### src/logic/rx_cfg_pkg.sv
// Receive datapath configuration constants
// Word width, delay tap select and counter sizes used by the RTL blocks
package rx_cfg_pkg;

    // **************************************************
    // Word format
    // **************************************************
    localparam int DEFAULT_WIDTH       = 10;  // Bits per deserialized word

    // **************************************************
    // Delay line and lock wait
    // **************************************************
    localparam int TAP_BITS            = 3;   // Tap select, 0 to 7 cycles
    localparam int DEFAULT_LOCK_CYCLES = 255; // Edges after reset before capture

    // **************************************************
    // Status counters
    // **************************************************
    localparam int COUNT_BITS          = 16;  // Captured word counter, wraps

endpackage

### src/logic/rx_apb_pkg.sv
// APB register map of the receive deserializer
// Addresses and field positions of control and status registers
package rx_apb_pkg;

    localparam int APB_ADDR_BITS = 4;  // Byte address, four word registers
    localparam int APB_DATA_BITS = 32; // All bus words

    // **************************************************
    // Register addresses
    // **************************************************
    localparam logic [APB_ADDR_BITS-1:0] ADDR_CTRL    = 4'h0; // Enable and tap, RW
    localparam logic [APB_ADDR_BITS-1:0] ADDR_BITSLIP = 4'h4; // Pulse on write
    localparam logic [APB_ADDR_BITS-1:0] ADDR_STATUS  = 4'h8; // Ready and count, RO
    localparam logic [APB_ADDR_BITS-1:0] ADDR_DATA    = 4'hC; // Last captured word, RO

    // **************************************************
    // Field positions
    // **************************************************
    localparam int CTRL_EN_BIT    = 0;  // Link enable
    localparam int CTRL_TAP_LSB   = 4;  // Tap field, bits 6:4
    localparam int BITSLIP_BIT    = 0;  // Write 1 to slip one bit
    localparam int STATUS_RDY_BIT = 0;  // Lock wait finished
    localparam int STATUS_CNT_LSB = 16; // Word count, bits 31:16

endpackage

### src/logic/rx_delay_line.sv
// Programmable delay of the serial input bit
// Eight-stage shift register with a tap mux and enable gating
`timescale 1ns/1ps

module rx_delay_line (
    input  logic                            clkGHz_clkbuf,
    input  logic                            reset_buf_n,
    input  logic                            enable,
    input  logic [rx_cfg_pkg::TAP_BITS-1:0] tap,
    input  logic                            serial_in,
    output logic                            delayed_bit
);

    localparam int STAGES = 1 << rx_cfg_pkg::TAP_BITS; // One stage per tap value

    logic [STAGES-1:0] stage_q; // Stage 0 is the first sample

    always_ff @(posedge clkGHz_clkbuf or negedge reset_buf_n) begin
        if (!reset_buf_n) begin
            stage_q <= '0;
        end else if (!enable) begin
            stage_q <= '0; // Flush, no stale bits on re-enable
        end else begin
            stage_q <= {stage_q[STAGES-2:0], serial_in};
        end
    end

    // Tap k gives k extra cycles after the input register
    assign delayed_bit = enable & stage_q[tap];

    // Flush on a disabled edge keeps the next cycle quiet for any tap
    a_quiet_after_disable : assert property (
        @(posedge clkGHz_clkbuf) disable iff (!reset_buf_n)
        !$past(enable) |-> !delayed_bit
    );

endmodule

### src/logic/rx_deserializer.sv
// Serial to parallel word converter
// Shifts delayed bits in MSB first, strobes each full word, supports bitslip
`timescale 1ns/1ps

module rx_deserializer #(
    parameter int WIDTH = 10
) (
    input  logic             clkGHz_clkbuf,
    input  logic             reset_buf_n,
    input  logic             enable,
    input  logic             bitslip,
    input  logic             delayed_bit,
    output logic [WIDTH-1:0] word,
    output logic             word_valid
);

    localparam int CNT_BITS = (WIDTH > 1) ? $clog2(WIDTH) : 1;
    localparam logic [CNT_BITS-1:0] LAST_BIT = CNT_BITS'(WIDTH - 1); // Word boundary

    logic [WIDTH-1:0]    shift_q;  // Newest bit at LSB
    logic [CNT_BITS-1:0] bit_cnt;  // Position inside the current word
    logic                at_last;  // Current edge completes a word

    assign at_last = (bit_cnt == LAST_BIT);

    // **************************************************
    // Shift register
    // **************************************************
    always_ff @(posedge clkGHz_clkbuf) begin
        if (enable) begin
            shift_q <= {shift_q[WIDTH-2:0], delayed_bit}; // First bit ends as MSB
        end
    end

    assign word = shift_q; // Full word while word_valid is high

    // **************************************************
    // Bit counter and word strobe
    // **************************************************
    always_ff @(posedge clkGHz_clkbuf or negedge reset_buf_n) begin
        if (!reset_buf_n) begin
            bit_cnt    <= '0;
            word_valid <= 1'b0;
        end else if (!enable) begin
            bit_cnt    <= '0;   // Restart alignment on next enable
            word_valid <= 1'b0;
        end else begin
            word_valid <= at_last & ~bitslip; // Slipped edge postpones strobe
            if (bitslip) begin
                bit_cnt <= bit_cnt;            // Freeze, boundary moves one bit later
            end else if (at_last) begin
                bit_cnt <= '0;
            end else begin
                bit_cnt <= bit_cnt + 1'b1;
            end
        end
    end

    // Strobe spacing is at least one word, never back to back
    a_single_strobe : assert property (
        @(posedge clkGHz_clkbuf) disable iff (!reset_buf_n)
        word_valid |=> !word_valid
    );

endmodule

### src/logic/rx_word_capture.sv
// Word capture after the lock wait
// Holds off capture for LOCK_CYCLES edges, then latches words and counts them
`timescale 1ns/1ps

module rx_word_capture #(
    parameter int WIDTH       = 10,
    parameter int LOCK_CYCLES = 255
) (
    input  logic                              clkGHz_clkbuf,
    input  logic                              reset_buf_n,
    input  logic [WIDTH-1:0]                  word,
    input  logic                              word_valid,
    output logic                              ready,
    output logic [WIDTH-1:0]                  captured_word,
    output logic [rx_cfg_pkg::COUNT_BITS-1:0] word_count
);

    localparam int LOCK_BITS = (LOCK_CYCLES > 0) ? $clog2(LOCK_CYCLES + 1) : 1;
    localparam logic [LOCK_BITS-1:0] LOCK_DONE = LOCK_BITS'(LOCK_CYCLES);

    logic [LOCK_BITS-1:0] lock_cnt; // Saturates at LOCK_DONE

    // **************************************************
    // Lock wait
    // **************************************************
    always_ff @(posedge clkGHz_clkbuf or negedge reset_buf_n) begin
        if (!reset_buf_n) begin
            lock_cnt <= '0;
        end else if (lock_cnt != LOCK_DONE) begin
            lock_cnt <= lock_cnt + 1'b1;
        end
    end

    assign ready = (lock_cnt == LOCK_DONE); // High after exactly LOCK_CYCLES edges

    // **************************************************
    // Capture and count
    // **************************************************
    always_ff @(posedge clkGHz_clkbuf or negedge reset_buf_n) begin
        if (!reset_buf_n) begin
            captured_word <= '0;
            word_count    <= '0;
        end else if (word_valid && ready) begin
            captured_word <= word;              // Strobes before lock are dropped
            word_count    <= word_count + 1'b1; // Wraps on overflow
        end
    end

    a_ready_sticky : assert property (
        @(posedge clkGHz_clkbuf) disable iff (!reset_buf_n)
        ready |=> ready
    );

endmodule

### src/logic/rx_apb_regs.sv
// APB slave for the receive deserializer
// Control register, bitslip pulse, and status and data readback
`timescale 1ns/1ps

module rx_apb_regs #(
    parameter int WIDTH = 10
) (
    input  logic                                    clkGHz_clkbuf,
    input  logic                                    reset_buf_n,
    input  logic                                    psel,
    input  logic                                    penable,
    input  logic                                    pwrite,
    input  logic [rx_apb_pkg::APB_ADDR_BITS-1:0]    paddr,
    input  logic [rx_apb_pkg::APB_DATA_BITS-1:0]    pwdata,
    output logic [rx_apb_pkg::APB_DATA_BITS-1:0]    prdata,
    output logic                                    pready,
    output logic                                    pslverr,
    output logic                                    enable,
    output logic [rx_cfg_pkg::TAP_BITS-1:0]         tap,
    output logic                                    bitslip,
    input  logic                                    ready,
    input  logic [WIDTH-1:0]                        captured_word,
    input  logic [rx_cfg_pkg::COUNT_BITS-1:0]       word_count
);

    logic                                 wr_access;   // Write in access cycle
    logic                                 setup_phase; // First cycle of a transfer
    logic                                 addr_mapped; // paddr hits a register
    logic [rx_apb_pkg::APB_DATA_BITS-1:0] rdata;

    assign wr_access   = psel & penable & pwrite;
    assign setup_phase = psel & ~penable;
    assign pready      = 1'b1; // No wait states

    // **************************************************
    // Address decode and readback mux
    // **************************************************
    always_comb begin
        rdata       = '0;
        addr_mapped = 1'b1;
        case (paddr)
            rx_apb_pkg::ADDR_CTRL: begin
                rdata[rx_apb_pkg::CTRL_EN_BIT] = enable;
                rdata[rx_apb_pkg::CTRL_TAP_LSB +: rx_cfg_pkg::TAP_BITS] = tap;
            end
            rx_apb_pkg::ADDR_BITSLIP: rdata = '0; // Write only, reads zero
            rx_apb_pkg::ADDR_STATUS: begin
                rdata[rx_apb_pkg::STATUS_RDY_BIT] = ready;
                rdata[rx_apb_pkg::STATUS_CNT_LSB +: rx_cfg_pkg::COUNT_BITS] = word_count;
            end
            rx_apb_pkg::ADDR_DATA: rdata[WIDTH-1:0] = captured_word; // Zero extended
            default: addr_mapped = 1'b0;
        endcase
    end

    assign prdata = rdata;

    // **************************************************
    // Control registers and error flag
    // **************************************************
    always_ff @(posedge clkGHz_clkbuf or negedge reset_buf_n) begin
        if (!reset_buf_n) begin
            enable  <= 1'b0;
            tap     <= '0;
            bitslip <= 1'b0;
            pslverr <= 1'b0;
        end else begin
            // One-cycle pulse after the access cycle
            bitslip <= wr_access & (paddr == rx_apb_pkg::ADDR_BITSLIP)
                       & pwdata[rx_apb_pkg::BITSLIP_BIT];
            pslverr <= setup_phase & ~addr_mapped; // Valid in the access cycle
            if (wr_access && (paddr == rx_apb_pkg::ADDR_CTRL)) begin
                enable <= pwdata[rx_apb_pkg::CTRL_EN_BIT];
                tap    <= pwdata[rx_apb_pkg::CTRL_TAP_LSB +: rx_cfg_pkg::TAP_BITS];
            end
        end
    end

    // Access cycle must follow a setup cycle of the same transfer
    a_apb_access_order : assert property (
        @(posedge clkGHz_clkbuf) disable iff (!reset_buf_n)
        penable |-> psel && $past(psel)
    );

endmodule

### src/logic/serdes_rx_top.sv
// Receive deserializer top level
// Delay line, deserializer, lock-gated capture and APB control in one clock
`timescale 1ns/1ps

module serdes_rx_top #(
    parameter int WIDTH       = rx_cfg_pkg::DEFAULT_WIDTH,
    parameter int LOCK_CYCLES = rx_cfg_pkg::DEFAULT_LOCK_CYCLES
) (
    input  logic                                 clkGHz_clkbuf,
    input  logic                                 reset_buf_n,
    input  logic                                 serial_in,
    input  logic                                 psel,
    input  logic                                 penable,
    input  logic                                 pwrite,
    input  logic [rx_apb_pkg::APB_ADDR_BITS-1:0] paddr,
    input  logic [rx_apb_pkg::APB_DATA_BITS-1:0] pwdata,
    output logic [rx_apb_pkg::APB_DATA_BITS-1:0] prdata,
    output logic                                 pready,
    output logic                                 pslverr,
    output logic [WIDTH-1:0]                     data_out,
    output logic                                 ready
);

    logic                              enable;      // Link enable from CTRL
    logic [rx_cfg_pkg::TAP_BITS-1:0]   tap;         // Delay select from CTRL
    logic                              bitslip;     // One-cycle slip request
    logic                              delayed_bit;
    logic [WIDTH-1:0]                  word;
    logic                              word_valid;
    logic [rx_cfg_pkg::COUNT_BITS-1:0] word_count;

    // **************************************************
    // Datapath
    // **************************************************
    rx_delay_line rx_delay_line_i (
        .clkGHz_clkbuf (clkGHz_clkbuf),
        .reset_buf_n   (reset_buf_n),
        .enable        (enable),
        .tap           (tap),
        .serial_in     (serial_in),
        .delayed_bit   (delayed_bit)
    );

    rx_deserializer #(.WIDTH(WIDTH)) rx_deserializer_i (
        .clkGHz_clkbuf (clkGHz_clkbuf),
        .reset_buf_n   (reset_buf_n),
        .enable        (enable),
        .bitslip       (bitslip),
        .delayed_bit   (delayed_bit),
        .word          (word),
        .word_valid    (word_valid)
    );

    rx_word_capture #(.WIDTH(WIDTH), .LOCK_CYCLES(LOCK_CYCLES)) rx_word_capture_i (
        .clkGHz_clkbuf (clkGHz_clkbuf),
        .reset_buf_n   (reset_buf_n),
        .word          (word),
        .word_valid    (word_valid),
        .ready         (ready),
        .captured_word (data_out),   // Captured word goes straight out
        .word_count    (word_count)
    );

    // **************************************************
    // Register interface
    // **************************************************
    rx_apb_regs #(.WIDTH(WIDTH)) rx_apb_regs_i (
        .clkGHz_clkbuf (clkGHz_clkbuf),
        .reset_buf_n   (reset_buf_n),
        .psel          (psel),
        .penable       (penable),
        .pwrite        (pwrite),
        .paddr         (paddr),
        .pwdata        (pwdata),
        .prdata        (prdata),
        .pready        (pready),
        .pslverr       (pslverr),
        .enable        (enable),
        .tap           (tap),
        .bitslip       (bitslip),
        .ready         (ready),
        .captured_word (data_out),
        .word_count    (word_count)
    );

endmodule

### config.mk
export PLATFORM = sky130hd
export DESIGN_NAME = serdes_rx_top
export DESIGN_NICKNAME = d
export VERILOG_FILES = /design/src/logic/rx_cfg_pkg.sv /design/src/logic/rx_apb_pkg.sv /design/src/logic/rx_delay_line.sv /design/src/logic/rx_deserializer.sv /design/src/logic/rx_word_capture.sv /design/src/logic/rx_apb_regs.sv /design/src/logic/serdes_rx_top.sv
export SDC_FILE = /design/constraint.sdc
export NUM_CORES = 1
export LEC_CHECK = 0
export ABC_AREA = 1
export BUFFER_PORTS_ARGS = -buffer_cell sky130_fd_sc_hd__buf_2
export CAP_MARGIN = 30
export CORE_MARGIN = 3
export CORE_UTILIZATION = 45
export CTS_CLUSTER_SIZE = 20
export DETAILED_ROUTE_END_ITERATION = 6
export HOLD_SLACK_MARGIN = 0.06
export PLACE_DENSITY = 0.74
export SLEW_MARGIN = 20
export SYNTH_ARGS = -nofsm -noshare
export SYNTH_HDL_FRONTEND = slang
export SYNTH_SLANG_ARGS = --single-unit
export TNS_END_PERCENT = 1
### constraint.sdc
create_clock -name clkGHz_clkbuf -period 1.3 [get_ports clkGHz_clkbuf]
set_input_delay 0.13 -clock clkGHz_clkbuf [delete_from_list [all_inputs] [get_ports clkGHz_clkbuf]]
set_output_delay 0.13 -clock clkGHz_clkbuf [all_outputs]
set_load 0.05 [all_outputs]
==> results.sh <==
export IMPL_grt_antenna_before_repair=0
export IMPL_end_kind="output port"
export IMPL_p_leak_nw=1.99
export IMPL_rsz0062_at_grt="true"
export IMPL_syn_area_mm2=0.00297
export IMPL_io_buffer_count=51
export IMPL_vias=2503
export IMPL_yosys_area_top_type="dfrtp_1"
export IMPL_setup_viol=30
export IMPL_io_pins=87
export IMPL_fillers=490
export IMPL_final_cell_area_mm2=0.00414
export IMPL_first_pass_iters=5
export IMPL_diodes=0
export IMPL_slew_violations=0
export IMPL_irDropWorstVdd_mv=0.760
export IMPL_clkSlewWorstSetupHoldPaths_ns=0.07
export IMPL_outcome="complete, but fails checks"
export IMPL_synth_mux_area_share_pct=0.337
export IMPL_cts_sinks=63
export IMPL_finalWirelength_um=6710
export IMPL_layout_drive_gt1_share_pct=34.2
export IMPL_finalCritPeriodShare_pct=128
export IMPL_fin_util_pct=67.1
export IMPL_cp_start_kind="flop"
export IMPL_synth_xor_area_share_pct=4.42
export IMPL_drt_drc_violations_left=0
export IMPL_die_w_um=87.2
export IMPL_via_per_inst=4.88
export IMPL_grt_usage_pct=19.1
export IMPL_ant_nets=0
export IMPL_hold_slack_ns=0.0988
export IMPL_grt_pass1_vias=2544
export IMPL_violations="setup timing"
export IMPL_setup_tns_ns=-5.12
export IMPL_die_y_um=87.2
export IMPL_cts_buffers=9
export IMPL_clock_skew_final_ns=0.00631
export IMPL_synth_compound_area_share_pct=6.15
export IMPL_clock_latency_ns=0.33
export IMPL_initialDrtViolationCount=111
export IMPL_path_class="flop to output port"
export IMPL_reg2reg_from="rx_word_capture_i.lock_cnt[0]$_DFFE_PN0N_"
export IMPL_fin_cells=513
export IMPL_hold_depth=3
export IMPL_period_needed_ns=1.66
export IMPL_syn2layout_area_growth_pct=39.3
export IMPL_worst_ep_arrival_time_ns=1.53
export IMPL_p_per_area_mw_per_mm2=1130
export IMPL_synthAdderAreaFrac_pct=1.68
export IMPL_rr_worst_depth=8
export IMPL_yosys_area_share_simple_pct=22.6
export IMPL_syn_area_per_cell_um2=8.74
export IMPL_cts_tree="yes"
export IMPL_final_common_cell="nand2_1"
export IMPL_synth_top_area_share_pct=44.7
export IMPL_nNetsFinal=479
export IMPL_power_mw=4.66
export IMPL_hp_class="primary input to flop"
export IMPL_rr_endpoint="rx_word_capture_i.word_count[2]$_DFFE_PN0P_"
export IMPL_gp_congestion=0.865
export IMPL_cap_violations=0
export IMPL_grt_pass1_wl_um=11300
export IMPL_synth_top_family_by_area="simple AND/OR/NAND/NOR gates"
export IMPL_root_buffer="clkbuf_8"
export IMPL_cts_htree_levels=3
export IMPL_crit_path_max_fanout=4
export IMPL_hpwl_um=4730
export IMPL_min_from="pwrite"
export IMPL_placed_cell_area_mm2=0.00362
export IMPL_crit_required_ns=1.17
export IMPL_ys_seq_area_share_pct=54.8
export IMPL_synthTopCellsByArea="dfrtp_1, edfxtp_1, nand2_1"
export IMPL_pre_cts_slack_ns=-0.178
export IMPL_syn_inst=340
export IMPL_core_mm2=0.00617
export IMPL_ys_warn_count=0
export IMPL_synth_seq_cells=63
export IMPL_fp_dieArea_mm2=0.00761
export IMPL_start_util_pct=48.2
export IMPL_ys_types=28
export IMPL_fmax_mhz=601
export IMPL_routedWlPerCell_um=13.1
export IMPL_grt_overflow=0
export IMPL_dp_cells=485
export IMPL_whs_endpoint="rx_apb_regs_i.bitslip$_DFF_PN0_"
export IMPL_most_common_layout_cells="nand2_1, dfrtp_1, inv_1"
export IMPL_cts_path_max_buffers=2
export IMPL_fin_ws_ns=-0.363
export IMPL_rrSetupSlack_ns=-0.28
export IMPL_rows=28
export IMPL_grt_max_degree=29
export IMPL_hold_violations=0
[final cells by class]
type / count / area [um2] / area share [%]
inverter: 53 / 215 / 5.20
multi-input combinational: 217 / 1260 / 30.6
clock buffer: 9 / 124 / 2.99
timing repair buffer: 89 / 746 / 18.0
clock inverter: 7 / 63.8 / 1.54
sequential: 63 / 1630 / 39.4
tap: 75 / 93.8 / 2.27
[logic make-up (layout without fill, tap and decap cells)]
| kind of cell | Yosys count | count (layout) |
|---|---|---|
| AO/OA/AOI/OAI | 34 | 34 |
| XOR/XNOR | 15 | 15 |
| adder cells (fa/ha/maj) | 4 | 4 |
| buffers and inverters | 65 | 158 |
| flip-flops | 63 | 63 |
| multiplexers | 1 | 1 |
| other | 2 | 7 |
| AND/OR/NAND/NOR | 156 | 156 |
[state kept, by name, indices dropped and copies added, names as in the netlist]
signal,count
rx_word_capture_i.word_count,16
rx_deserializer_i.word,10
rx_word_capture_i.captured_word,10
rx_delay_line_i.stage_q,8
rx_word_capture_i.lock_cnt,8
rx_deserializer_i.bit_cnt,4
rx_apb_regs_i.tap,3
rx_apb_regs_i.bitslip,1
rx_apb_regs_i.enable,1
rx_apb_regs_i.pslverr,1
rx_deserializer_i.word_valid,1
[power by group]
group,leakage (nW),internal [mW],total (mW),switching (mW)
registers,0.798,2.30,2.48,0.176
clock network,0.0924,0.867,1.63,0.760
logic,1.09,0.213,0.556,0.343
total,1.99,3.38,4.66,1.28
[synth_stat cells, drive strengths merged]
cell type / count
nand2: 70
nor2: 57
dfrtp: 53
inv: 52
o21ai: 25
nand3: 21
xor2: 13
buf: 10
edfxtp: 10
ha: 4
nand4: 4
o22ai: 4
a21oi: 3
clkbuf: 2
conb: 2
nor3: 2
xnor2: 2
a31o: 1
clkinv: 1
mux2i: 1
nand3b: 1
nor3b: 1
o221ai: 1
[worst max-delay path, stage by stage, from the launching register on]
cell and delay, ns:
dfrtp_1 0.38, ha_2 0.20, nand2_2 0.07, nor2_4 0.12, nand2_4 0.09, o221ai_4 0.15, buf_6 0.18
[timing repair]
| action | in CTS | in global routing |
|---|---|---|
| buffers inserted | 2 | 1 |
| hold buffers | 9 | 0 |
| resized for setup | 43 | 40 |
| pin swaps | 4 | 5 |
| setup endpoints to repair | 55 | 61 |
| endpoints found under the hold margin | 24 | 0 |
[per-layer routing]
layer / vias to the layer above / track usage, % / share of wire (%)
li1: 1234 / - / -
met1: 1185 / 23.3 / 42
met2: 66 / 33.0 / 52
met3: 18 / 3.50 / 3.7
met4: 0 / 7.95 / 2.2
met5: - / 0 / 0
[worst max path at each step]
| stage | start | end | slack [ns] |
|---|---|---|---|
| 2_1_floorplan | rx_word_capture_i.lock_cnt[0]$_DFFE_PN0N_ | rx_word_capture_i.lock_cnt[2]$_DFFE_PN0N_ | -0.12 |
| 3_3_place_gp | rx_word_capture_i.lock_cnt[1]$_DFFE_PN0N_ | prdata[0] | -0.09 |
| 3_5_place_dp | rx_word_capture_i.lock_cnt[0]$_DFFE_PN0N_ | rx_word_capture_i.word_count[7]$_DFFE_PN0P_ | -0.18 |
| 4_1_cts | rx_word_capture_i.lock_cnt[0]$_DFFE_PN0N_ | prdata[0] | -0.40 |
| 5_1_grt | rx_word_capture_i.lock_cnt[0]$_DFFE_PN0N_ | prdata[0] | -0.43 |
| 6_report | rx_word_capture_i.lock_cnt[0]$_DFFE_PN0N_ | prdata[0] | -0.36 |
Note: power is estimated with default switching activity, not from simulation.
